==> config.mk <==
export PLATFORM = sky130hd
export DESIGN_NAME = bus_arbiter
export DESIGN_NICKNAME = d
export VERILOG_FILES = /design/src/mem_bus_pkg.sv /design/src/bus_arbiter.sv
export VERILOG_INCLUDE_DIRS = /design/src /design/src/src
export SDC_FILE = /design/constraint.sdc
export NUM_CORES = 1
export LEC_CHECK = 0
export ABC_AREA = 0
export ABC_CLOCK_PERIOD_IN_PS = 1170
export CAP_MARGIN = 30
export CORE_AREA = 8 8 99 101
export CTS_BUF_LIST = sky130_fd_sc_hd__clkbuf_2 sky130_fd_sc_hd__clkbuf_4 sky130_fd_sc_hd__clkbuf_8
export DETAILED_ROUTE_END_ITERATION = 10
export DIE_AREA = 0 0 107 109
export DONT_BUFFER_PORTS = 1
export GPL_TIMING_DRIVEN = 1
export PLACE_DENSITY = 0.36
export SLEW_MARGIN = 20
export SYNTH_ARGS = -nofsm -noshare
export SYNTH_HDL_FRONTEND = slang
export SYNTH_SLANG_ARGS = --single-unit
==> constraint.sdc <==
create_clock -name bus_clk -period 1.17 [get_ports bus_clk]
set_input_delay 0.0585 -clock bus_clk [delete_from_list [all_inputs] [get_ports bus_clk]]
set_output_delay 0.0585 -clock bus_clk [all_outputs]
set_load 0.1 [all_outputs]
==> src/mem_bus_defines.svh <==
// Sizing macros for the memory subsystem
// Row count, array latency and line beat count

`ifndef MEM_BUS_DEFINES_SVH
`define MEM_BUS_DEFINES_SVH

// Row index width, 64 rows of 32 bytes
// The index comes from address bits 10..5
`define MEM_ROW_BITS 6

// Cycles from an array start to its done pulse
`define MEM_LATENCY 4

// 32-bit words in one 16-byte line
`define LINE_BEATS 4

`endif

==> src/mem_bus_pkg.sv <==
// Bus typedefs, unit and controller state enums, bus structs
`default_nettype none

`include "mem_bus_defines.svh"

package mem_bus_pkg;

   // Plain vectors with a meaning
   typedef logic [31:0]               bus_data_t;
   typedef logic [15:0]               bus_addr_t;
   typedef logic [11:0]               bus_size_t;
   typedef logic [127:0]              line_t;
   typedef logic [15:0]               line_mask_t;
   typedef logic [255:0]              row_t;
   typedef logic [31:0]               row_mask_t;
   typedef logic [`MEM_ROW_BITS-1:0]  row_idx_t;

   // Units that can sit on the bus
   typedef enum logic [1:0] {
      UNIT_IC,
      UNIT_DC,
      UNIT_MEM
   } unit_t;

   typedef enum logic [2:0] {
      ST_IDLE,
      ST_SLV_ACK,
      ST_SLV_DATA,
      ST_MEM_BUSY,
      ST_BR,
      ST_MSTR_HDR,
      ST_MSTR_DATA
   } ctrl_state_t;

   // Header of a transfer, rw is high for a write
   typedef struct packed {
      logic       start;
      logic       rw;
      bus_addr_t  addr;
      bus_size_t  size;
      unit_t      dest;
      unit_t      src;
   } bus_ctrl_t;

   // What a master drives, also the shared bus itself
   typedef struct packed {
      bus_ctrl_t  ctrl;
      bus_data_t  data;
   } bus_drive_t;

endpackage

`default_nettype wire

==> src/bus_arbiter.sv <==
// Fixed-priority bus arbiter and bus steering
`timescale 1ns/10ps
`default_nettype none

module bus_arbiter
   import mem_bus_pkg::*;
(
   input  wire logic        bus_clk,
   input  wire logic        rst_n,
   input  wire logic        mem_br,
   input  wire logic        dc_br,
   input  wire logic        ic_br,
   input  wire bus_drive_t  mem_drv,
   input  wire bus_drive_t  dc_drv,
   input  wire bus_drive_t  ic_drv,
   output logic             mem_bg,
   output logic             dc_bg,
   output logic             ic_bg,
   output bus_drive_t       bus
);

   // One-hot grant, {mem, dc, ic}
   logic [2:0]  grant_q;

   always_ff @(posedge bus_clk or negedge rst_n)
   begin
      if (!rst_n)
         grant_q <= 3'b000;
      else if (grant_q == 3'b000)
      begin
         if (mem_br)
            grant_q <= 3'b100;
         else if (dc_br)
            grant_q <= 3'b010;
         else if (ic_br)
            grant_q <= 3'b001;
      end
      // Holder let go of br
      else if ((grant_q & {mem_br, dc_br, ic_br}) == 3'b000)
         grant_q <= 3'b000;
   end

   assign mem_bg = grant_q[2];
   assign dc_bg  = grant_q[1];
   assign ic_bg  = grant_q[0];

   always_comb
   begin
      case (grant_q)
         3'b100:  bus = mem_drv;
         3'b010:  bus = dc_drv;
         3'b001:  bus = ic_drv;
         default: bus = '0;
      endcase
   end

endmodule

`default_nettype wire

-- Word level (Yosys, flattened, before mapping)
Index checks and enable logic that the tools add are counted.
W data, S select, Z words.
- output and inout bits: 69
- word-level logic and storage cells: 16
- register bits: 3
- input bits: 203
- equal/unequal tests: 4
- reduce and logical (&&, ||, !) cells: 4
- bitwise logic cells: 1
- muxes and demuxes: 6
- operators by type and width (operator ; count):
    $pmux W66 S3 ; 1
    $mux W3 ; 5
    $logic_not A3 Y1 ; 2
    $ne A4 B4 Y1 const B ; 1
    $and A3 B3 Y3 ; 1
    $eq A3 B1 Y1 const B ; 1
    $eq A3 B2 Y1 const B ; 1
    $eq A3 B3 Y1 const B ; 1
    $reduce_and A2 Y1 ; 1
    $reduce_bool A2 Y1 ; 1

-- Depth between registers and ports, before layout
- word-level depth: 4
- gate-level depth with buffers: 6
- gate-level depth less buffers: 3

-- Least setup slack after synthesis
Ideal clock, no wire load.
- kind: register to output
- start point: reg grant_q[2]
- end point: out bus[0] in the netlist's numbering
- required time: 1112 ps
- setup slack: -2647 ps
- path buffers: 2
- stages on the path, launching flop included: 6
- arrival: 3759 ps
- cells stage by stage: dfrtp_1 > buf_4 > nor2b_4 > buf_2 > a22oi_1 > o21ai_0
- RTL lines (item ; line ; text):
    start: declaration ; bus_arbiter.sv:23 ; logic [2:0] grant_q;
    start signal: assignment ; bus_arbiter.sv:28 ; grant_q <= 3'b000;
    start signal: assignment ; bus_arbiter.sv:32 ; grant_q <= 3'b100;
    start signal: assignment ; bus_arbiter.sv:34 ; grant_q <= 3'b010;
    end: declaration ; bus_arbiter.sv:19 ; output bus_drive_t bus

==> flow_summary.json <==
{
  "fill_cells": 681,
  "synth_edf_count": 0,
  "setup_viol": 69,
  "violations": "setup timing",
  "hold_start": "mem_br",
  "cp_slowest_cell": "dfrtp_4",
  "hold_violations": 0,
  "slew_headroom": 0.785,
  "clockRootBuffer": "clkbuf_8",
  "setup_slack_ns": -0.608,
  "numCtsBuffers": 3,
  "synth_top_area_share": 0.339,
  "grt_first_pass_wirelength_um": 15400,
  "pre_cts_ws_ns": -0.417,
  "arrival_ns": 1.72,
  "fmax_mhz": 562,
  "min_period_ns": 1.78,
  "vias_per_cell": 5.47,
  "netlist_instances": 250,
  "drive_gt1_frac": 0.799,
  "worst_hold_path.endpoint": "grant_q[1]",
  "r2r_end": "grant_q[2]",
  "cpPeakStageDelay_ns": 0.50,
  "status": "finished with violations",
  "rsz0062_at_grt": "yes",
  "synth_warnings": 0,
  "critical_path.cell_chain": "nor2b_4 -> buf_6 -> clkbuf_16 -> a22oi_2 -> o21ai_4 -> buf_12",
  "fin_skew_ns": 0.00102,
  "cts.clk_slew.worst_paths_ns": 0.03,
  "yosysSeqAreaShare": 0.0514,
  "insertion_delay_ns": 0.21,
  "grt_usage": 0.168,
  "whs_path_depth": 3,
  "yosys.cell_types.count": 15,
  "cts.path.max_buffers": 2,
  "cts_tree": "yes",
  "path_max_fanout": 6,
  "largest_register_ff_count": 3,
  "synthTopCellsByCount": "nand2_1, a22oi_1, o21ai_1",
  "postRouteWirelength_um": 11300,
  "io_buffers": 0,
  "dr.pass1.iters": 4,
  "grt_pass1_vias": 2724,
  "largestRegisters": "grant_q x3",
  "worstSetupPathType": "reg2out",
  "end_kind": "output port",
  "drtIter0Drc": 102,
  "fp-row-count": 34,
  "start_util": 0.174,
  "ys_top_cells_by_area": "a22oi_1, nand2_1, o21ai_1, o21ai_0, buf_4",
  "reg2reg_slack_ns": -0.01,
  "io-pin-count": 272,
  "diodes": 0,
  "antenna_found_initial": 0,
  "period_share": 1.52,
  "vias": 2472,
  "cpLargestDelayFamily": "buffers and inverters",
  "critPathLaunchType": "register",
  "synth_nets": 453,
  "reg2reg_from": "grant_q[1]",
  "dieHeight_um": 109,
  "path_buf_inv": 3,
  "ant_nets": 0,
  "maxCapViolCount": 0,
  "die_x_um": 107,
  "final_nets": 548,
  "maxSlewViolCount": 0,
  "yosysTopAreaCell": "a22oi_1",
  "syn2layout_area_growth_pct": 222,
  "h-tree-depth": 1,
  "coreArea_mm2": 0.00838,
  "syn_avg_cell_area_um2": 5.84,
  "hold_class": "in2reg",
  "grt_start_max_net_pins": 29,
  "grt_overflow": 0,
  "synth_most_common_cell": "nand2_1",
  "worst_slew_pin_slew_ns": 0.322,
  "ys.flop_type": "dfrtp_1",
  "syn-cell-area_mm2": 0.00146,
  "avgRoutedWirePerCell_um": 25.1,
  "drc": 0,
  "ys_ff_latch": 3,
  "async_flop_share": 1.00,
  "largest-register": "grant_q",
  "dieArea_mm2": 0.0117,
  "critPathRequiredTime_ns": 1.11,
  "clkSinkCount": 3,
  "gp_congestion": 0.735,
  "reg2reg_depth": 5,
  "dp.final_hpwl_um": 8650
}
[worst reg2reg max path: stages, from the launching register on]
cell     delay, ns
dfrtp_4       0.47
buf_8         0.15
buf_6         0.13
a22o_1        0.21
nand2_1       0.06
nand2_1       0.05
[cell type report]
cell class,instances,area (µm²),share of cell area
Multi-Input combinational cell,216,2310,0.490
Timing Repair Buffer,121,2130,0.453
Tap cell,108,135,0.0287
Sequential cell,3,86.3,0.0183
Clock buffer,4,48.8,0.0104
[per-layer routing]
| metal | GRT usage | wire [µm] | up-vias |
|---|---|---|---|
| met2 | 0.323 | 6320 | 161 |
| met3 | 0.0591 | 1160 | 4 |
| met5 | 0 | 0 | - |
| li1 | - | - | 1128 |
| met1 | 0.172 | 3800 | 1179 |
| met4 | 0.0271 | 62 | 0 |
[layout by cell type (no fill, tap or decap)]
cell,count
o21ai_1,1
nor3_2,1
nand2_4,2
nor3b_4,1
a22oi_2,53
dlygate4sd3_1,4
buf_12,83
nand2_2,24
a22o_1,3
o21ai_2,1
clkbuf_8,3
buf_6,10
clkbuf_16,3
o21ai_0,1
nor4_4,1
nor2_1,1
nor2b_4,2
buf_8,3
dfrtp_4,3
nand2_1,46
o21ai_4,66
clkbuf_4,1
buf_4,15
a22oi_1,13
buf_16,3
[stage by stage]
stage,hold slack [ns],utilization,setup TNS [ns],instances,instance area [µm²]
floorplan,-0.237,-,-48.38,250,2320
global placement,-0.237,0.465,-23.56,421,3890
detailed placement,-0.237,0.465,-23.99,421,3890
CTS,0.0656,0.529,-38.73,444,4440
global route,0.0671,0.562,-42.36,452,4710
finish,0.0505,0.562,-38.08,452,4710
[worst max-delay path by stage]
stage | slack, ns | start | cells after the start | end
floorplan | -0.76 | grant_q[2] | 6 | bus[14]
global placement | -0.40 | grant_q[2] | 6 | bus[19]
detailed placement | -0.42 | grant_q[2] | 6 | bus[19]
CTS | -0.61 | grant_q[0] | 6 | bus[56]
global route | -0.67 | grant_q[2] | 6 | bus[60]
finish | -0.61 | grant_q[0] | 6 | bus[52]
[what timing repair did]
item	in CTS	in global routing
cloned	4	4
endpoints found under the hold margin	6	0
resized for setup	59	50
endpoints found under the setup margin	71	71
pin swaps	20	26
buffers inserted	12	7
hold buffers	4	0
[cells by family (layout without fill, tap and decap cells)]
group                  Yosys count  count (layout)  synth area share
AO/OA/AOI/OAI                  138             138             0.594
buffers and inverters           31             125             0.132
flip-flops                       3               3            0.0514
AND/OR/NAND/NOR                 78              78             0.223
Power is left out: the tool's default activity adds up to more than one toggle a clock period on the data nets, which glitch-free logic cannot reach.
