===== src/mem_bus_defines.svh =====
// Sizing macros for the memory subsystem
// Row count, array latency and line beat count

`ifndef MEM_BUS_DEFINES_SVH
`define MEM_BUS_DEFINES_SVH

// Row index width, 64 rows of 32 bytes
// The index comes from address bits 10..5
`define MEM_ROW_BITS 6

// Cycles from an array start to its done pulse
`define MEM_LATENCY 4

// 32-bit words in one 16-byte line
`define LINE_BEATS 4

`endif


===== src/mem_bus_pkg.sv =====
// Bus typedefs, unit and controller state enums, bus structs
`default_nettype none

`include "mem_bus_defines.svh"

package mem_bus_pkg;

   // Plain vectors with a meaning
   typedef logic [31:0]               bus_data_t;
   typedef logic [15:0]               bus_addr_t;
   typedef logic [11:0]               bus_size_t;
   typedef logic [127:0]              line_t;
   typedef logic [15:0]               line_mask_t;
   typedef logic [255:0]              row_t;
   typedef logic [31:0]               row_mask_t;
   typedef logic [`MEM_ROW_BITS-1:0]  row_idx_t;

   // Units that can sit on the bus
   typedef enum logic [1:0] {
      UNIT_IC,
      UNIT_DC,
      UNIT_MEM
   } unit_t;

   typedef enum logic [2:0] {
      ST_IDLE,
      ST_SLV_ACK,
      ST_SLV_DATA,
      ST_MEM_BUSY,
      ST_BR,
      ST_MSTR_HDR,
      ST_MSTR_DATA
   } ctrl_state_t;

   // Header of a transfer, rw is high for a write
   typedef struct packed {
      logic       start;
      logic       rw;
      bus_addr_t  addr;
      bus_size_t  size;
      unit_t      dest;
      unit_t      src;
   } bus_ctrl_t;

   // What a master drives, also the shared bus itself
   typedef struct packed {
      bus_ctrl_t  ctrl;
      bus_data_t  data;
   } bus_drive_t;

endpackage

`default_nettype wire


===== src/mem_shiftleft.sv =====
// Byte shifter for a line and its byte mask
`timescale 1ns/10ps
`default_nettype none

module mem_shiftleft
   import mem_bus_pkg::*;
(
   input  wire logic [3:0]  amnt,
   input  wire line_t       din,
   input  wire line_mask_t  mask_in,
   output line_t            dout,
   output line_mask_t       mask_out
);

   line_t       stage1_data;
   line_mask_t  stage1_mask;

   // First stage moves 0..3 bytes
   always_comb
   begin
      stage1_data = din << {amnt[1:0], 3'b000};
      stage1_mask = mask_in << amnt[1:0];
   end

   // Second stage moves 0, 4, 8 or 12 bytes, upper bytes fall off
   always_comb
   begin
      dout     = stage1_data << {amnt[3:2], 5'b00000};
      mask_out = stage1_mask << {amnt[3:2], 2'b00};
   end

endmodule

`default_nettype wire


===== src/mem_line_buffer.sv =====
// Read row register and write line placement
// Builds the shifted write row and byte mask for the array
`timescale 1ns/10ps
`default_nettype none

module mem_line_buffer
   import mem_bus_pkg::*;
(
   input  wire logic        bus_clk,
   input  wire logic        rst_n,
   input  wire line_t       wr_line,
   input  wire bus_size_t   wr_len,
   input  wire logic [4:0]  offset,
   input  wire row_t        rd_row,
   input  wire logic        load,
   output row_t             wr_row,
   output row_mask_t        wr_mask,
   output line_t            rd_line
);

   line_mask_t  len_mask;
   line_t       shifted_line;
   line_mask_t  shifted_mask;
   row_t        row_q;

   // One enable bit per byte of the request, 16 gives a full line
   assign len_mask = line_mask_t'((17'h1 << wr_len[4:0]) - 17'h1);

   mem_shiftleft u_shift (
      .amnt     (offset[3:0]),
      .din      (wr_line),
      .mask_in  (len_mask),
      .dout     (shifted_line),
      .mask_out (shifted_mask)
   );

   //////////////////////////////////////////////////////////////////////
   // Write side
   //////////////////////////////////////////////////////////////////////

   // Data goes to both halves, the mask picks the real one
   assign wr_row  = {shifted_line, shifted_line};
   assign wr_mask = offset[4] ? {shifted_mask, 16'h0000} : {16'h0000, shifted_mask};

   //////////////////////////////////////////////////////////////////////
   // Read side
   //////////////////////////////////////////////////////////////////////

   always_ff @(posedge bus_clk or negedge rst_n)
   begin
      if (!rst_n)
         row_q <= '0;
      else if (load)
         row_q <= rd_row;
   end

   // Half select by address bit 4
   assign rd_line = offset[4] ? row_q[255:128] : row_q[127:0];

endmodule

`default_nettype wire


===== config.mk =====
export PLATFORM = sky130hd
export DESIGN_NAME = mem_line_buffer
export DESIGN_NICKNAME = d
export VERILOG_FILES = /design/src/mem_bus_pkg.sv /design/src/mem_shiftleft.sv /design/src/mem_line_buffer.sv
export VERILOG_INCLUDE_DIRS = /design/src /design/src/src
export SDC_FILE = /design/constraint.sdc
export NUM_CORES = 1
export LEC_CHECK = 0
export BUFFER_PORTS_ARGS = -buffer_cell sky130_fd_sc_hd__buf_2
export CORE_AREA = 2 2 323 325
export DETAILED_ROUTE_END_ITERATION = 10
export DIE_AREA = 0 0 325 327
export PLACE_DENSITY_LB_ADDON = 0.2
export SLEW_MARGIN = 20
export SYNTH_ARGS = -nofsm -noshare
export SYNTH_HDL_FRONTEND = slang
export SYNTH_SLANG_ARGS = --single-unit

===== constraint.sdc =====
create_clock -name bus_clk -period 6.4 [get_ports bus_clk]
set_input_delay 0 -clock bus_clk [delete_from_list [all_inputs] [get_ports bus_clk]]
set_output_delay 0 -clock bus_clk [all_outputs]
set_load 0.02 [all_outputs]

After elaboration in Yosys (flattened, before gate mapping):

Index checks and enable logic that the tools add are counted.

* add/sub/neg operators: 1
* multipliers: 0
* div/mod/pow operators: 0
* order comparisons: 0
* equality and inequality tests: 0
* shifts and indexed selects: 5
* muxes and demuxes: 2
* bitwise operators: 0
* reductions and logical operators: 0

Operator list (count)
* 128-bit two-way mux: 1
* 128-bit by 5-bit << shifter with 128-bit output: 1
* 128-bit by 7-bit << shifter with 128-bit output: 1
* 32-bit two-way mux: 1
* 1-bit by 5-bit << shifter with 16-bit output, first input constant: 1
* 16-bit by 2-bit << shifter with 16-bit output: 1
* 16-bit by 4-bit << shifter with 16-bit output: 1
* 16-bit by 1-bit subtractor with 16-bit output, second input constant: 1

* register bits after elaboration: 256
* bits in latches: 0
* bits in writable memories: 0
* ROM bits: 0
* input port bits: 404
* output and inout bits: 416
* logic and storage cells: 9
* memories kept: 0

Depth between registers and ports, before layout:

* depth in word-level cells: 5
* gate-level depth with buffers: 12
* mapped depth without buffers: 9

Cells and area by module:

From an unflattened synthesis, not the netlist that was laid out.

* cell total of the unflattened synthesis: 1687
* area, all modules: 19077.0 sq um

By module, submodules not included
* mem_line_buffer: instances 1, cells an instance 897, area each 12912.4 sq um, sequential area each 6406.1 sq um
* mem_shiftleft: instances 1, cells an instance 790, area each 6164.7 sq um, sequential area each 0.0 sq um

Worst setup path after synthesis:

Ideal clock, no wire load.

* path type: input to output
* from: input port wr_len[3]
* to: output port wr_mask[15]
* arrival: 3.093 ns
* required time: 6.400 ns
* slack: 3.307 ns
* stages on the path: 11
* path buffers: 2
* cells stage by stage: buf_2 -> or3_4 -> nor2_1 -> inv_1 -> ha_1 -> clkbuf_1 -> nor4b_1 -> a31oi_1 -> a31o_2 -> mux4_2 -> a2111oi_2

* word-level cells in the longest chain between the ends: 5

Ends and longest elaborated chain
* start, declared: RTL line mem_line_buffer.sv:12 `input wire bus_size_t wr_len,`
* 1-bit by 5-bit << shifter with 16-bit output: RTL line mem_line_buffer.sv:27 `assign len_mask = line_mask_t'((17'h1 << wr_len[4:0]) - 17'h1);`
* 16-bit by 1-bit subtractor with 16-bit output: RTL line mem_line_buffer.sv:27
* 16-bit by 2-bit << shifter with 16-bit output: RTL line mem_shiftleft.sv:22 `stage1_mask = mask_in << amnt[1:0];`
* 16-bit by 4-bit << shifter with 16-bit output: RTL line mem_shiftleft.sv:29 `mask_out = stage1_mask << {amnt[3:2], 2'b00};`
* 32-bit two-way mux: RTL line mem_line_buffer.sv:43 `assign wr_mask = offset[4] ? {shifted_mask, 16'h0000} : {16'h0000, shifted_mask};`
* end, declared: RTL line mem_line_buffer.sv:17 `output row_mask_t wr_mask,`

Every way passes these cells.

Worst setup path after layout:

* from: input port wr_len[2]
* to: output port wr_mask[14]

Same word-level chain as after synthesis.

==> flow_summary.yaml <==
run_status:
  status: "finished clean"
cells_and_area:
  largestRegisters: "row_q (256)"
  drive_above_1_share_pct: 49.5
  final_cells: 4021
  top_register: "row_q"
  synthToLayoutAreaGrowth_pct: 44.9
  fin_nets: 3016
  layout_common_cells: "buf_2 (805), mux2_2 (406), dlygate4sd3_1 (257)"
  utilization_pct: 25.1
  layout_commonest_cell: "buf_2"
  largest_reg_flops: 256
die:
  dieArea_um2: 106000
  initial_core_util_pct: 17.3
  core_um2: 103000
  rows: 118
  ioPinCount: 820
  die_y_um: 327
  die_x_um: 325
power_and_ir_drop:
  powerDensity_nw_per_um2: 208
  clkPwrFrac_pct: 29.6
  max-vdd-ir-drop_mv: 0.250
  intPower_w: 0.00345
  power_w: 0.00536
  net-switching-power_w: 0.00191
  switching_share_pct: 35.7
  seqPwrFrac_pct: 34.7
  p_leak_nw: 12.0
  combPwrFrac_pct: 35.7
clock_network:
  cts_tree: "done"
  root_buffer: "clkbuf_16"
  cts_setup_buffers: 0
  clkLatencyLatePin_ns: 0.54
  cts-htree-levels: 1
  clock-sinks: 256
  cts_made_buffers: 27
  ctsLongestPathBuffers: 3
  postCtsHoldBufs: 257
  ctsResizeCount: 0
  path_clk_slew_ns: 0.06
place:
  dp_hpwl_um: 79000
  gp_congestion: 0.906
  portBuffers: 812
  place_inst: 3705
setup_path:
  critical-path-top-delay-family: "compound AO/OA/AOI/OAI gates"
  crit_start: "wr_len[2]"
  cp_slowest_stage_delay_ns: 0.62
  cpMaxStageDelayCell: "o22ai_1"
  crit_chain: "buf_2 -> or3_4 -> nor2_1 -> inv_1 -> ha_1 -> nor4b_1 -> a31oi_1 -> a31oi_1 -> a221oi_1 -> o22ai_1 -> buf_2"
  end_kind: "primary output"
  crit_end: "wr_mask[14]"
  crit_fanout: 23
  rrSetupSlack_ns: 5.59
  required_ns: 6.40
  r2r-end: "row_q[34]"
  cp_num_buf_inv: 3
  worst-path-stages: 11
  crit_type: "in -> out"
  worst_r2r_path_depth: 1
  worstSetupStartpointType: "input port"
  r2r-start: "row_q[34]"
  cp.arrival_ns: 3.84
sta:
  finalHoldViolCount: 0
  fmax_ghz: 0.260
  timing.slew.headroom_pct: 26.5
  fin_tns_setup_ns: 0
  finClkSkew_ns: 0
  finalCritPeriodShare_pct: 60.0
  maxSlewViolCount: 0
  setup_violations: 0
  worst_pin_slew_ns: 1.09
  rsz0062_at_grt: "no"
  fin_hold_ws_ns: 0.0435
  fin_crit_ns: 3.84
global_route:
  grt_pass1_vias: 18200
  grt_pass1_wl_um: 138000
  grt_max_degree: 149
  grt-ovfl-total: 0
  antenna_found_initial: 45
  grt_use_total_pct: 17.8
job:
  drv_cap: 0
synth:
  ys.flop_type: "dfrtp_1"
  synth_seq_cells: 256
  yosys-top-cells-area: "dfrtp_1 (36%), mux2_2 (26%), mux2i_1 (9.0%)"
  synth_cells: 1764
  synthesis.area_um2: 17800
  synth_largest_area_cell: "dfrtp_1"
  synth_nets: 2169
  synth_edf_count: 0
  yosys_warnings: 0
  ys_types: 59
  synth.top_cell.area_share_pct: 36.0
  yosysSeqAreaShare_pct: 36.0
  synthArstFlopShare_pct: 100
  synth_area_per_cell_um2: 10.1
hold_path:
  hold_class: "in -> reg"
route:
  drtIter0Drc: 775
  wl_um: 99200
  drtAntennaViolNets: 0
  via_count: 17200
  viasPerCell: 4.27
  drc_errors: 0
  wire_per_inst_um: 24.7
  dr.pass1.iters: 5
stage by stage:
step | cell area [µm²] | setup WS [ns]
floorplan | 17800 | 3.31
global placement | 22300 | 2.54
global route | 25800 | 2.31
CTS | 25700 | 2.52
detailed placement | 22300 | 2.54
finish | 25800 | 2.56
worst min-delay path by stage:
stage	startpoint	to	slack, ns	cells after the start
2_1_floorplan	rst_n	row_q[0]	-0.30	0
3_3_place_gp	rst_n	row_q[42]	0.16	1
3_5_place_dp	rst_n	row_q[42]	0.14	1
4_1_cts	load	row_q[180]	0.03	2
5_1_grt	load	row_q[73]	0.06	2
6_report	load	row_q[180]	0.04	2
power groups by stage:
stage / registers (W) / logic, W / clock network, W
6_report: 0.00186 / 0.00192 / 0.00159
5_1_grt: 0.00188 / 0.00205 / 0.00171
4_1_cts: 0.00186 / 0.00196 / 0.00165
3_5_place_dp: 0.00189 / 0.00182 / 0
3_3_place_gp: 0.00189 / 0.00182 / 0
2_1_floorplan: 0.00186 / 0.00113 / 0
routing by layer:
metal	GRT usage, %	vias up	part of all wire (%)
met1	18.7	8389	36
met4	5.58	30	3.2
met3	5.61	133	8.4
met2	33.4	704	53
met5	0	-	0.18
li1	-	7928	-
cells in the mapped netlist, types with 4 or more instances:
| cell type | instances |
|---|---|
| inv_1 | 6 |
| nand3_1 | 7 |
| mux2_2 | 406 |
| o22ai_1 | 19 |
| nor3_1 | 41 |
| buf_4 | 128 |
| a311oi_1 | 6 |
| o21ai_0 | 47 |
| mux2i_1 | 160 |
| o211ai_1 | 5 |
| a211oi_1 | 15 |
| a21oi_1 | 102 |
| nor2_1 | 72 |
| nand2_1 | 146 |
| a221oi_1 | 4 |
| and2_1 | 42 |
| a31oi_1 | 21 |
| mux4_2 | 7 |
| nand2b_1 | 6 |
| o21bai_1 | 4 |
| nor2b_1 | 8 |
| o211a_1 | 7 |
| dfrtp_1 | 256 |
| and3_1 | 45 |
| buf_2 | 18 |
| nor4b_1 | 5 |
| nor4_1 | 5 |
| buf_1 | 23 |
| clkbuf_1 | 104 |
cell type report:
cell class / count / area [µm²]
diodes: 14 / 35.0
clock buffers: 37 / 763
clock inverters: 8 / 93.8
fillers: 11400 / 77100
inverters: 7 / 30.0
multi-input cells: 1228 / 9840
flip-flops and latches: 256 / 6410
well taps: 1380 / 1730
repair buffers: 1091 / 6880
logic make-up (layout without fill, tap and decap cells):
family	count (synthesis)	count (layout)	share of synthesized area [%]
mux	573	573	35.6
simple gates	393	393	10.6
buf+inv	280	1143	8.73
compound gates	261	261	9.04
flops	256	256	36.0
fa+ha+maj	1	1	0.0703
other cells	0	14	0
Note: power is estimated with default switching activity, not from simulation.
