## src/mem_bus_defines.svh

```systemverilog
// Sizing macros for the memory subsystem
// Row count, array latency and line beat count

`ifndef MEM_BUS_DEFINES_SVH
`define MEM_BUS_DEFINES_SVH

// Row index width, 64 rows of 32 bytes
// The index comes from address bits 10..5
`define MEM_ROW_BITS 6

// Cycles from an array start to its done pulse
`define MEM_LATENCY 4

// 32-bit words in one 16-byte line
`define LINE_BEATS 4

`endif

```

## src/mem_bus_pkg.sv

```systemverilog
// Bus typedefs, unit and controller state enums, bus structs
`default_nettype none

`include "mem_bus_defines.svh"

package mem_bus_pkg;

   // Plain vectors with a meaning
   typedef logic [31:0]               bus_data_t;
   typedef logic [15:0]               bus_addr_t;
   typedef logic [11:0]               bus_size_t;
   typedef logic [127:0]              line_t;
   typedef logic [15:0]               line_mask_t;
   typedef logic [255:0]              row_t;
   typedef logic [31:0]               row_mask_t;
   typedef logic [`MEM_ROW_BITS-1:0]  row_idx_t;

   // Units that can sit on the bus
   typedef enum logic [1:0] {
      UNIT_IC,
      UNIT_DC,
      UNIT_MEM
   } unit_t;

   typedef enum logic [2:0] {
      ST_IDLE,
      ST_SLV_ACK,
      ST_SLV_DATA,
      ST_MEM_BUSY,
      ST_BR,
      ST_MSTR_HDR,
      ST_MSTR_DATA
   } ctrl_state_t;

   // Header of a transfer, rw is high for a write
   typedef struct packed {
      logic       start;
      logic       rw;
      bus_addr_t  addr;
      bus_size_t  size;
      unit_t      dest;
      unit_t      src;
   } bus_ctrl_t;

   // What a master drives, also the shared bus itself
   typedef struct packed {
      bus_ctrl_t  ctrl;
      bus_data_t  data;
   } bus_drive_t;

endpackage

`default_nettype wire

```

## src/mem_bus_fsm.sv

```systemverilog
// Controller state register, next state and strobe decode
`timescale 1ns/10ps
`default_nettype none

module mem_bus_fsm
   import mem_bus_pkg::*;
(
   input  wire logic   bus_clk,
   input  wire logic   rst_n,
   input  wire logic   req_hit,
   input  wire logic   rw,
   input  wire logic   last_beat,
   input  wire logic   mem_done,
   input  wire logic   bg,
   input  wire logic   ack_in,
   output ctrl_state_t state,
   output logic        ack,
   output logic        br,
   output logic        mem_en,
   output logic        load_hdr,
   output logic        load_word,
   output logic        drive_hdr,
   output logic        drive_word
);

   ctrl_state_t  next_state;
   ctrl_state_t  prev_state;

   always_ff @(posedge bus_clk or negedge rst_n)
   begin
      if (!rst_n)
      begin
         state      <= ST_IDLE;
         prev_state <= ST_IDLE;
      end
      else
      begin
         state      <= next_state;
         prev_state <= state;
      end
   end

   always_comb
   begin
      next_state = state;
      case (state)
         ST_IDLE:
            if (req_hit)
               next_state = ST_SLV_ACK;
         ST_SLV_ACK:
            next_state = rw ? ST_SLV_DATA : ST_MEM_BUSY;
         ST_SLV_DATA:
            if (last_beat)
               next_state = ST_MEM_BUSY;
         // Writes finish here, reads go on to the return
         ST_MEM_BUSY:
            if (mem_done)
               next_state = rw ? ST_IDLE : ST_BR;
         ST_BR:
            if (bg)
               next_state = ST_MSTR_HDR;
         ST_MSTR_HDR:
            if (ack_in)
               next_state = ST_MSTR_DATA;
         ST_MSTR_DATA:
            if (last_beat)
               next_state = ST_IDLE;
         default:
            next_state = ST_IDLE;
      endcase
   end

   //////////////////////////////////////////////////////////////////////
   // Strobes
   //////////////////////////////////////////////////////////////////////

   // Pulses
   assign load_hdr = (state == ST_IDLE) && req_hit;
   assign ack      = (state == ST_SLV_ACK);
   assign mem_en   = (state == ST_MEM_BUSY) && (prev_state != ST_MEM_BUSY);

   // Levels
   assign load_word  = (state == ST_SLV_DATA);
   assign br         = (state == ST_BR) || (state == ST_MSTR_HDR) ||
                       (state == ST_MSTR_DATA);
   assign drive_hdr  = (state == ST_MSTR_HDR);
   assign drive_word = (state == ST_MSTR_DATA);

endmodule

`default_nettype wire

```

## src/mem_bus_controller.sv

```systemverilog
// Memory bus controller datapath
// Header and write buffer registers, beat count, return drive
`timescale 1ns/10ps
`default_nettype none

`include "mem_bus_defines.svh"

module mem_bus_controller
   import mem_bus_pkg::*;
(
   input  wire logic        bus_clk,
   input  wire logic        rst_n,
   input  wire bus_drive_t  bus,
   input  wire logic        bg,
   input  wire logic        ack_in,
   input  wire line_t       rd_line,
   input  wire logic        mem_done,
   output bus_drive_t       mem_out,
   output logic             br,
   output logic             ack,
   output logic             mem_en,
   output logic             mem_wr,
   output row_idx_t         row,
   output line_t            wr_line,
   output bus_size_t        wr_len,
   output logic [4:0]       offset,
   output logic             rd_load
);

   localparam int BEAT_W = $clog2(`LINE_BEATS);

   ctrl_state_t        state;
   logic               req_hit;
   logic               last_beat;
   logic               load_hdr;
   logic               load_word;
   logic               drive_hdr;
   logic               drive_word;

   bus_addr_t          addr_q;
   bus_size_t          size_q;
   logic               rw_q;
   unit_t              src_q;
   logic [BEAT_W-1:0]  beat_q;
   line_t              wbuf_q;

   // A request for us shows start with dest memory
   assign req_hit = bus.ctrl.start && (bus.ctrl.dest == UNIT_MEM);

   mem_bus_fsm u_fsm (
      .bus_clk    (bus_clk),
      .rst_n      (rst_n),
      .req_hit    (req_hit),
      .rw         (rw_q),
      .last_beat  (last_beat),
      .mem_done   (mem_done),
      .bg         (bg),
      .ack_in     (ack_in),
      .state      (state),
      .ack        (ack),
      .br         (br),
      .mem_en     (mem_en),
      .load_hdr   (load_hdr),
      .load_word  (load_word),
      .drive_hdr  (drive_hdr),
      .drive_word (drive_word)
   );

   //////////////////////////////////////////////////////////////////////
   // Request header and beat counter
   //////////////////////////////////////////////////////////////////////

   always_ff @(posedge bus_clk or negedge rst_n)
   begin
      if (!rst_n)
      begin
         addr_q <= '0;
         size_q <= '0;
         rw_q   <= 1'b0;
         src_q  <= UNIT_IC;
      end
      else if (load_hdr)
      begin
         addr_q <= bus.ctrl.addr;
         size_q <= bus.ctrl.size;
         rw_q   <= bus.ctrl.rw;
         src_q  <= bus.ctrl.src;
      end
   end

   // Counts write words in, then return words out
   always_ff @(posedge bus_clk or negedge rst_n)
   begin
      if (!rst_n)
         beat_q <= '0;
      else if (load_hdr || (state == ST_MSTR_HDR))
         beat_q <= '0;
      else if (load_word || drive_word)
         beat_q <= beat_q + 1'b1;
   end

   // Return is always a full line, writes stop at size/4 words
   assign last_beat = drive_word ? (beat_q == BEAT_W'(`LINE_BEATS - 1)) :
                                   (10'(beat_q) == size_q[11:2] - 10'd1);

   // Each write word lands at its beat index
   always_ff @(posedge bus_clk)
   begin
      if (load_word)
         wbuf_q[32*beat_q +: 32] <= bus.data;
   end

   //////////////////////////////////////////////////////////////////////
   // Array side and return drive
   //////////////////////////////////////////////////////////////////////

   assign mem_wr  = rw_q;
   assign row     = addr_q[10:5];
   assign offset  = addr_q[4:0];
   assign wr_line = wbuf_q;
   assign wr_len  = size_q;
   assign rd_load = mem_done && !rw_q && (state == ST_MEM_BUSY);

   always_comb
   begin
      mem_out = '0;
      if (drive_hdr || drive_word)
      begin
         mem_out.ctrl.start = drive_hdr;
         mem_out.ctrl.rw    = 1'b1;
         mem_out.ctrl.addr  = {addr_q[15:4], 4'h0};
         mem_out.ctrl.size  = 12'd16;
         mem_out.ctrl.dest  = src_q;
         mem_out.ctrl.src   = UNIT_MEM;
      end
      // Word 0 carries the lowest bytes
      if (drive_word)
         mem_out.data = rd_line[32*beat_q +: 32];
   end

endmodule

`default_nettype wire

```

## config.mk

```make
export PLATFORM = sky130hd
export DESIGN_NAME = mem_bus_controller
export DESIGN_NICKNAME = d
export VERILOG_FILES = /design/src/mem_bus_pkg.sv /design/src/mem_bus_fsm.sv /design/src/mem_bus_controller.sv
export VERILOG_INCLUDE_DIRS = /design/src /design/src/src
export SDC_FILE = /design/constraint.sdc
export NUM_CORES = 1
export LEC_CHECK = 0
export ABC_CLOCK_PERIOD_IN_PS = 2000
export BUFFER_PORTS_ARGS = -buffer_cell sky130_fd_sc_hd__buf_2
export CAP_MARGIN = 20
export CORE_AREA = 2 2 165 167
export DETAILED_ROUTE_END_ITERATION = 8
export DIE_AREA = 0 0 167 169
export SYNTH_ARGS = -nofsm -noshare
export SYNTH_HDL_FRONTEND = slang
export SYNTH_HIERARCHICAL = 1
export SYNTH_SLANG_ARGS = --single-unit
export TNS_END_PERCENT = 1
```

## constraint.sdc

```tcl
create_clock -name bus_clk -period 2 [get_ports bus_clk]
set_input_delay 0.1 -clock bus_clk [delete_from_list [all_inputs] [get_ports bus_clk]]
set_output_delay 0.1 -clock bus_clk [all_outputs]
set_load 0.005 [all_outputs]
```

Word-level counts from Yosys, hierarchy flattened. Index checks and enable logic that the tools add are counted. W data, S select, Z words.

Word-level logic and storage cells: 59. Register bits after elaboration: 167.

Shift operators: 3. Reduce and logical (&&, ||, !) cells: 14. Eq/ne operators: 16. Multiplexer cells: 15. $add $sub $neg: 3.

Operator list (count): $bwmux W128 (1); $shift A32 B34 Y128 const A (1); $shiftx A128 B8 Y32 (1); $shiftx A32 B34 Y128 (1); $mux W34 (1); $neg A7 Y34 (1); $mux W32 (1); $mux W3 (7); $pmux W3 S7 (1); $eq A2 B10 Y1 (1); $ne A2 B2 Y1 const B (5); $sub A10 B1 Y10 const B (1); $eq A3 B3 Y1 const B (3); $eq A3 B2 Y1 const B (2); $reduce_and A6 Y1 (1); $logic_and A1 B1 Y1 (5); $logic_or A1 B1 Y1 (5); $eq A2 B2 Y1 const B (2); $mux W2 (2); $eq A3 B1 Y1 const B (1); $logic_not A3 Y1 (1); $ne A3 B2 Y1 const B (1); $add A2 B1 Y2 const B (1); $mux W1 (2); other kinds (3) (3).

Longest topological paths before layout. Gate-level depths: netlist (run 1).

Depth after elaboration: 5. Mapped depth: 9. Depth with buffers taken out: 8.

By module. The synthesis (run 1) kept the hierarchy.

By module, submodules not included: mem_bus_controller (area each 7581.0 µm², instances 1, seq. area each 4669.5 µm², cells each 509); mem_bus_fsm (area each 334.1 µm², instances 1, seq. area each 150.1 µm², cells each 39).

Least setup slack after synthesis (run 1). No wires, ideal clock.

Path kind: register to register. From: register u_fsm.state[0]. To: register wbuf_q[100], in the netlist wr_line[100], enable pin. Period minus slack after synthesis: 2.154 ns. Arrival time: 1.762 ns. Cell stages (with the launch flop): 4. Data required time: 1.608 ns. Setup slack: -0.154 ns. Cell sequence: dfrtp_1 -> buf_2 -> nor3_1 -> and2_1.

Longest elaborated chain between the ends: 1.

Ends and longest elaborated chain: start, declared (RTL line mem_bus_fsm.sv:16) `output ctrl_state_t state,`; start signal, assigned (RTL line mem_bus_fsm.sv:38) `state <= next_state;`; $eq A3 B2 Y1 (RTL line mem_bus_fsm.sv:83) `assign load_word = (state == ST_SLV_DATA);`; net load_word (RTL line mem_bus_controller.sv:36) `logic load_word;`; end signal, assigned by index (RTL line mem_bus_controller.sv:110) `wbuf_q[32*beat_q +: 32] <= bus.data;`; end, declared (RTL line mem_bus_controller.sv:45) `line_t wbuf_q;`.

The timed path passes the listed nets, and every way through them passes these cells. A chain may end at the register's enable or synchronous reset.

==> results of run 1 <==
==> critical path, cell delays in order (launching register included) <==
cell and delay [ns]:
dfrtp_2 0.41, buf_12 0.20, mux4_1 0.57, and2_1 0.18
buf_2 0.12
==> stage by stage <==
step	std cells	total power, mW	area (sq um)	setup TNS, ns	util [%]
finish	1360	13.9	11700	-0.114	44.2
global route	1360	14.8	11700	-1.76	44.2
CTS	1357	13.9	11600	-0.792	43.7
detailed placement	1267	10.3	10300	-0.244	38.9
global placement	1267	10.2	10300	-0.0451	38.9
floorplan	563	8.35	7970	-14.81	-
==> cells in the final DEF, fill, tap and decap left out, types with 9 or more instances in the layout <==
cell type and count:
buf_2 395, and2_1 130, edfxtp_1 128, dlygate4sd3_1 56, dfrtp_1 36, mux4_2 28, mux2_2 28, and2_4 18
clkbuf_16 18, and2_2 16, conb_1 16, nor2b_1 14, buf_12 12, buf_4 11, nor2_1 10, nand2_1 10
buf_6 10, o21ai_0 9
==> power by group through the flow <==
stage,clock [mW],combinational [mW],sequential [mW]
finish,3.26,5.43,5.22
global route,3.49,5.95,5.32
CTS,3.37,5.36,5.22
detailed placement,0,5.00,5.27
global placement,0,4.92,5.25
floorplan,0,3.10,5.26
==> cell families (layout without fill, tap and decap cells) <==
group                    after synthesis  count (layout)  synth area share, %
AND/OR/NAND/NOR                      217             217                 17.0
flip-flops                           167             167                 60.9
buffers and inverters                 72             528                 5.67
multiplexers                          61              61                 13.5
AO/OA/AOI/OAI                         22              22                 1.72
adder cells (fa/ha/maj)                6               6                0.948
XOR/XNOR                               2               2                0.221
other                                  1              16               0.0474
==> worst max path at each step <==
stage	start	endpoint	slack, ns	depth (start not counted)
floorplan	u_fsm/state[0]$_DFFE_PN0P_	wr_line[32]$_DFFE_PP_	-0.15	3
global placement	wr_len[2]$_DFFE_PN0P_	u_fsm/state[0]$_DFFE_PN0P_	-0.04	6
detailed placement	wr_len[2]$_DFFE_PN0P_	u_fsm/state[0]$_DFFE_PN0P_	-0.13	6
CTS	beat_q[0]$_DFFE_PN0P_	mem_out[2]	-0.06	4
global route	beat_q[0]$_DFFE_PN0P_	mem_out[2]	-0.10	4
finish	beat_q[0]$_DFFE_PN0P_	mem_out[2]	-0.02	4
==> layout make-up <==
cell class	count	area [sq um]
clock inverter	15	160
tap	341	427
sequential	167	4820
timing repair buffer	486	3030
fill	2436	14800
multi-input combinational	324	2810
clock buffer	17	425
inverter	10	37.5
==> per-layer routing <==
layer / routed length (microns) / global-route usage, %
met2: 11600 / 27.4
met1: 10800 / 23.1
met5: 7 / 0
met3: 1930 / 4.19
met4: 210 / 4.12
==> sequential cells by signal, indices dropped and copies added (netlist names) <==
signal and flops:
u_fsm/prev_state 3, mem_wr 1, src_q 2, beat_q 2
u_fsm/state 3, wr_len 12, addr_q 16, wr_line 128
==> timing repair <==
item / CTS / global route
pin swaps: 18 / 11
resized for setup: 22 / 25
setup endpoints to repair: 52 / 70
cloned: 1 / 1
endpoints found under the hold margin: 136 / 0
hold buffers: 56 / 0
buffers inserted: 1 / 2
==> flow_summary.yaml, run 1 <==
synth:
  synth_top_area_cell: "edfxtp_1"
  async_flop_share_pct: 23.4
  synthTopCellsByArea: "edfxtp_1, dfrtp_1, and2_1"
  syn_area_per_cell_sq_um: 14.4
  synth_cells: 548
  synth_top_area_share_pct: 48.6
  ys.flop_type: "edfxtp_1"
  synthTopCellsByCount: "and2_1, edfxtp_1, dfrtp_1"
  ys_types: 47
  synthesis.area_sq_mm: 0.00792
  synth-edff-count: 128
  synth_seq_cells: 167
  synth.most_common_cell: "and2_1"
  synth_seq_area_share_pct: 60.9
  synth_warnings: 6
critical_path:
  reg2reg_to: "u_fsm/state[0]$_DFFE_PN0P_"
  crit_path_end_kind: "output pin"
  start_kind: "flip-flop"
  r2r_setup_slack_ns: 0.07
  crit_arrival_ns: 1.92
  path_class: "flip-flop to output pin"
  crit_required_ns: 1.90
  worstReg2RegStart: "u_fsm/state[1]$_DFFE_PN0P_"
  reg2regPathDepth: 9
  cp_max_fo: 20
placement:
  globalplace.congestion: 0.855
  hpwl_microns: 17200
  io_buffers: 404
  dp_worst_setup_slack_ns: -0.133
layout:
  layout.nets: 1211
  antenna_cells: 0
  syn2layout_area_growth_pct: 48.0
  drive_above_1_share_pct: 55.8
timing:
  finalClockSkew_ns: 0.0148
  setup_slack_ns: -0.0242
  timing.fmax_ghz: 0.494
  timing.hold.ws_ns: 0.0171
  rsz0062_at_grt: "yes"
  period_share_pct: 101
  fin_crit_ns: 2.02
  final-max-slew-violation-count: 0
  hold_violations: 0
  setup_viol: 11
power:
  powerDensity_mw_per_mm2: 1190
  combPwrFrac_pct: 39.0
  swShare_pct: 33.1
  pwr-share-clk_pct: 23.5
  vdd_drop_max_uv: 570
  p_sw_mw: 4.60
  p_leak_nw: 5.20
  internal-power_mw: 9.31
  pwr-share-seq_pct: 37.5
route:
  routed_wl_microns: 24600
  detail-route-antenna-nets: 0
  wire_per_inst_microns: 18.1
  via_per_inst: 4.50
  vias: 6115
  drt_pass1_iterations: 5
  drc: 0
  drtIter0Drc: 361
global_routing:
  grt_max_degree: 40
  grtUsageTotal_pct: 17.0
  grt_pass1_vias: 6235
  grt_pass1_wl_microns: 36900
  antenna_found_initial: 1
  overflow: 0
die:
  io_pins: 421
  placeableCoreArea_sq_mm: 0.0265
  die_area_sq_mm: 0.0282
  fp.dieH_microns: 169
  row_count: 60
  die_x_microns: 167
  start_util_pct: 29.9
status:
  outcome: "complete, but fails checks"
  violations: "negative setup slack"
clock_tree:
  h-tree-depth: 4
  root_buffer: "clkbuf_16"
  cts_tree: "built"
  clkSinkCount: 167
  clock_latency_ns: 0.43
  clockBufferDepth: 2
  clk_pin_slew_ns: 0.07
  cts_buffers: 17
min_path:
  min_to: "wr_line[18]$_DFFE_PP_"
  hp-class: "input port to flip-flop"
  hold_path_depth: 2
  min_from: "bus[18]"
flow_run:
  maxCapViolCount: 0
Note: power is estimated with default switching activity, not from simulation.
==> run 2: changes to the inputs <==
- CORE_AREA: 2 2 165 167 -> 2 2 163 165
- CTS_BUF_LIST: not set -> sky130_fd_sc_hd__clkbuf_4
- DIE_AREA: 0 0 167 169 -> 0 0 165 167
==> flow_summary.yaml, run 2 (synthesis results as in run 1) <==
critical_path:
  crit_path_end_kind: "output pin"
  crit_required_ns: 1.90
  crit_arrival_ns: 2.09
  start_kind: "flip-flop"
  cp_max_fo: 5
  path_class: "flip-flop to output pin"
route:
  drtIter0Drc: 404
  via_per_inst: 4.51
  wl_met1_microns: 10900
  drc: 0
  drt_pass1_iterations: 5
  wire_per_inst_microns: 18.2
  met3_length_microns: 2040
  routed_wl_microns: 25000
  vias: 6213
  maxUsedRoutingLayer: "met4"
  detail-route-antenna-nets: 0
  wl_met2_microns: 11700
clock_tree:
  clk_pin_slew_ns: 0.16
  clockBufferDepth: 2
  h-tree-depth: 4
  clkSinkCount: 167
  root_buffer: "clkbuf_4"
  clock_latency_ns: 0.55
  cts_tree: "built"
  cts_buffers: 17
die:
  start_util_pct: 30.7
  io_pins: 421
  die_area_sq_mm: 0.0276
  placeableCoreArea_sq_mm: 0.0258
  row_count: 59
  fp.dieH_microns: 167
  die_x_microns: 165
power:
  p_leak_nw: 5.16
  internal-power_mw: 8.39
  swShare_pct: 35.1
  combPwrFrac_pct: 44.6
  vdd_drop_max_uv: 593
  powerDensity_mw_per_mm2: 1110
  pwr-share-clk_pct: 15.2
  p_sw_mw: 4.53
  pwr-share-seq_pct: 40.2
  p_total_mw: 12.9
global_routing:
  grt_max_degree: 34
  grt_pass1_wl_microns: 35700
  grtUsageTotal_pct: 17.3
  antenna_found_initial: 1
  overflow: 0
  grt_pass1_vias: 6193
layout:
  final_common_cell: "buf_2"
  drive_above_1_share_pct: 55.6
  syn2layout_area_growth_pct: 46.8
  final_cell_mix: "buf_2, and2_1, edfxtp_1"
  regArea_sq_mm: 0.00482
  layout.nets: 1234
  n_fill_cell: 2332
  multiInputGateArea_sq_mm: 0.00279
  fin_util_pct: 45.1
  largest_reg_flops: 128
placement:
  dp_worst_setup_slack_ns: -0.0612
  globalplace.congestion: 0.850
  hpwl_microns: 17200
  io_buffers: 404
timing:
  setup_tns_ns: -3.99
  hold_violations: 0
  setup_viol: 32
  final-max-slew-violation-count: 0
  finalClockSkew_ns: 0.0328
  slew_headroom_pct: 40.0
  worstMarginPinSlew_ns: 0.897
  setup_slack_ns: -0.190
  rsz0062_at_grt: "yes"
  fin_crit_ns: 2.19
  timing.fmax_ghz: 0.457
  period_share_pct: 109
status:
  outcome: "complete, but fails checks"
  violations: "negative setup slack"
min_path:
  hp-class: "input port to flip-flop"
flow_run:
  maxCapViolCount: 0
[run 2: routing by layer]
layer | vias up | track usage [%]
met4 | 0 | 4.57
met2 | 337 | 28.1
met1 | 2995 | 23.0
met5 | - | 0
li1 | 2856 | -
met3 | 25 | 4.21
[run 2: worst max-delay path, stage by stage (launching register included)]
cell	delay (ns)
dfrtp_2	0.42
buf_6	0.12
buf_12	0.10
buf_6	0.13
mux4_2	0.52
and2_4	0.16
buf_6	0.11
[run 2: per-stage QoR]
step / area (sq um) / hold slack [ns] / std cells
after floorplan: 7970 / -0.196 / 563
after global placement: 10300 / 0.103 / 1264
after detailed placement: 10300 / 0.111 / 1264
after CTS: 11400 / 0.147 / 1367
after global routing: 11600 / 0.178 / 1378
final: 11600 / 0.228 / 1378
[run 2: path summary, 6_finish.rpt]
path                                         from                          to  slack [ns]  cells after the start
setup / recovery            beat_q[0]$_DFFE_PN0P_                 mem_out[28]       -0.19                      6
hold / removal                            bus[34]       wr_len[2]$_DFFE_PN0P_        0.23                      6
setup reg to reg            beat_q[0]$_DFFE_PN0P_  u_fsm/state[0]$_DFFE_PN0P_        0.03                      8
hold reg to reg            addr_q[11]$_DFFE_PN0P_      addr_q[11]$_DFFE_PN0P_        0.52                      1
max in group asynchronous                   rst_n       beat_q[0]$_DFFE_PN0P_        0.64                      3
min in group asynchronous                   rst_n  u_fsm/state[2]$_DFFE_PN0P_        0.49                      3
[run 2: final cells by class]
type | instances | area share (%)
multi-input cells | 324 | 24.0
inverters | 10 | 0.323
flip-flops and latches | 167 | 41.5
clock buffers | 18 | 1.16
repair buffers | 509 | 28.1
well taps | 335 | 3.61
diodes | 1 | 0.0215
clock inverters | 14 | 1.22
[run 2: power groups by stage]
stage          Clock [mW]  Sequential [mW]  Combinational, mW
2_1_floorplan           0             5.26               3.10
5_1_grt              2.15             5.30               6.28
4_1_cts              2.04             5.20               5.36
3_3_place_gp            0             5.24               4.96
3_5_place_dp            0             5.26               5.03
6_report             1.96             5.20               5.76
[run 2: what timing repair did]
| item | 4_1_cts | 5_1_grt |
|---|---|---|
| pin swaps | 16 | 5 |
| hold buffers | 69 | 0 |
| gates resized for setup | 16 | 33 |
| gates cloned | 1 | 4 |
| buffers inserted | 1 | 7 |
| endpoints found under the setup margin | 52 | 76 |
| hold endpoints to repair | 201 | 0 |
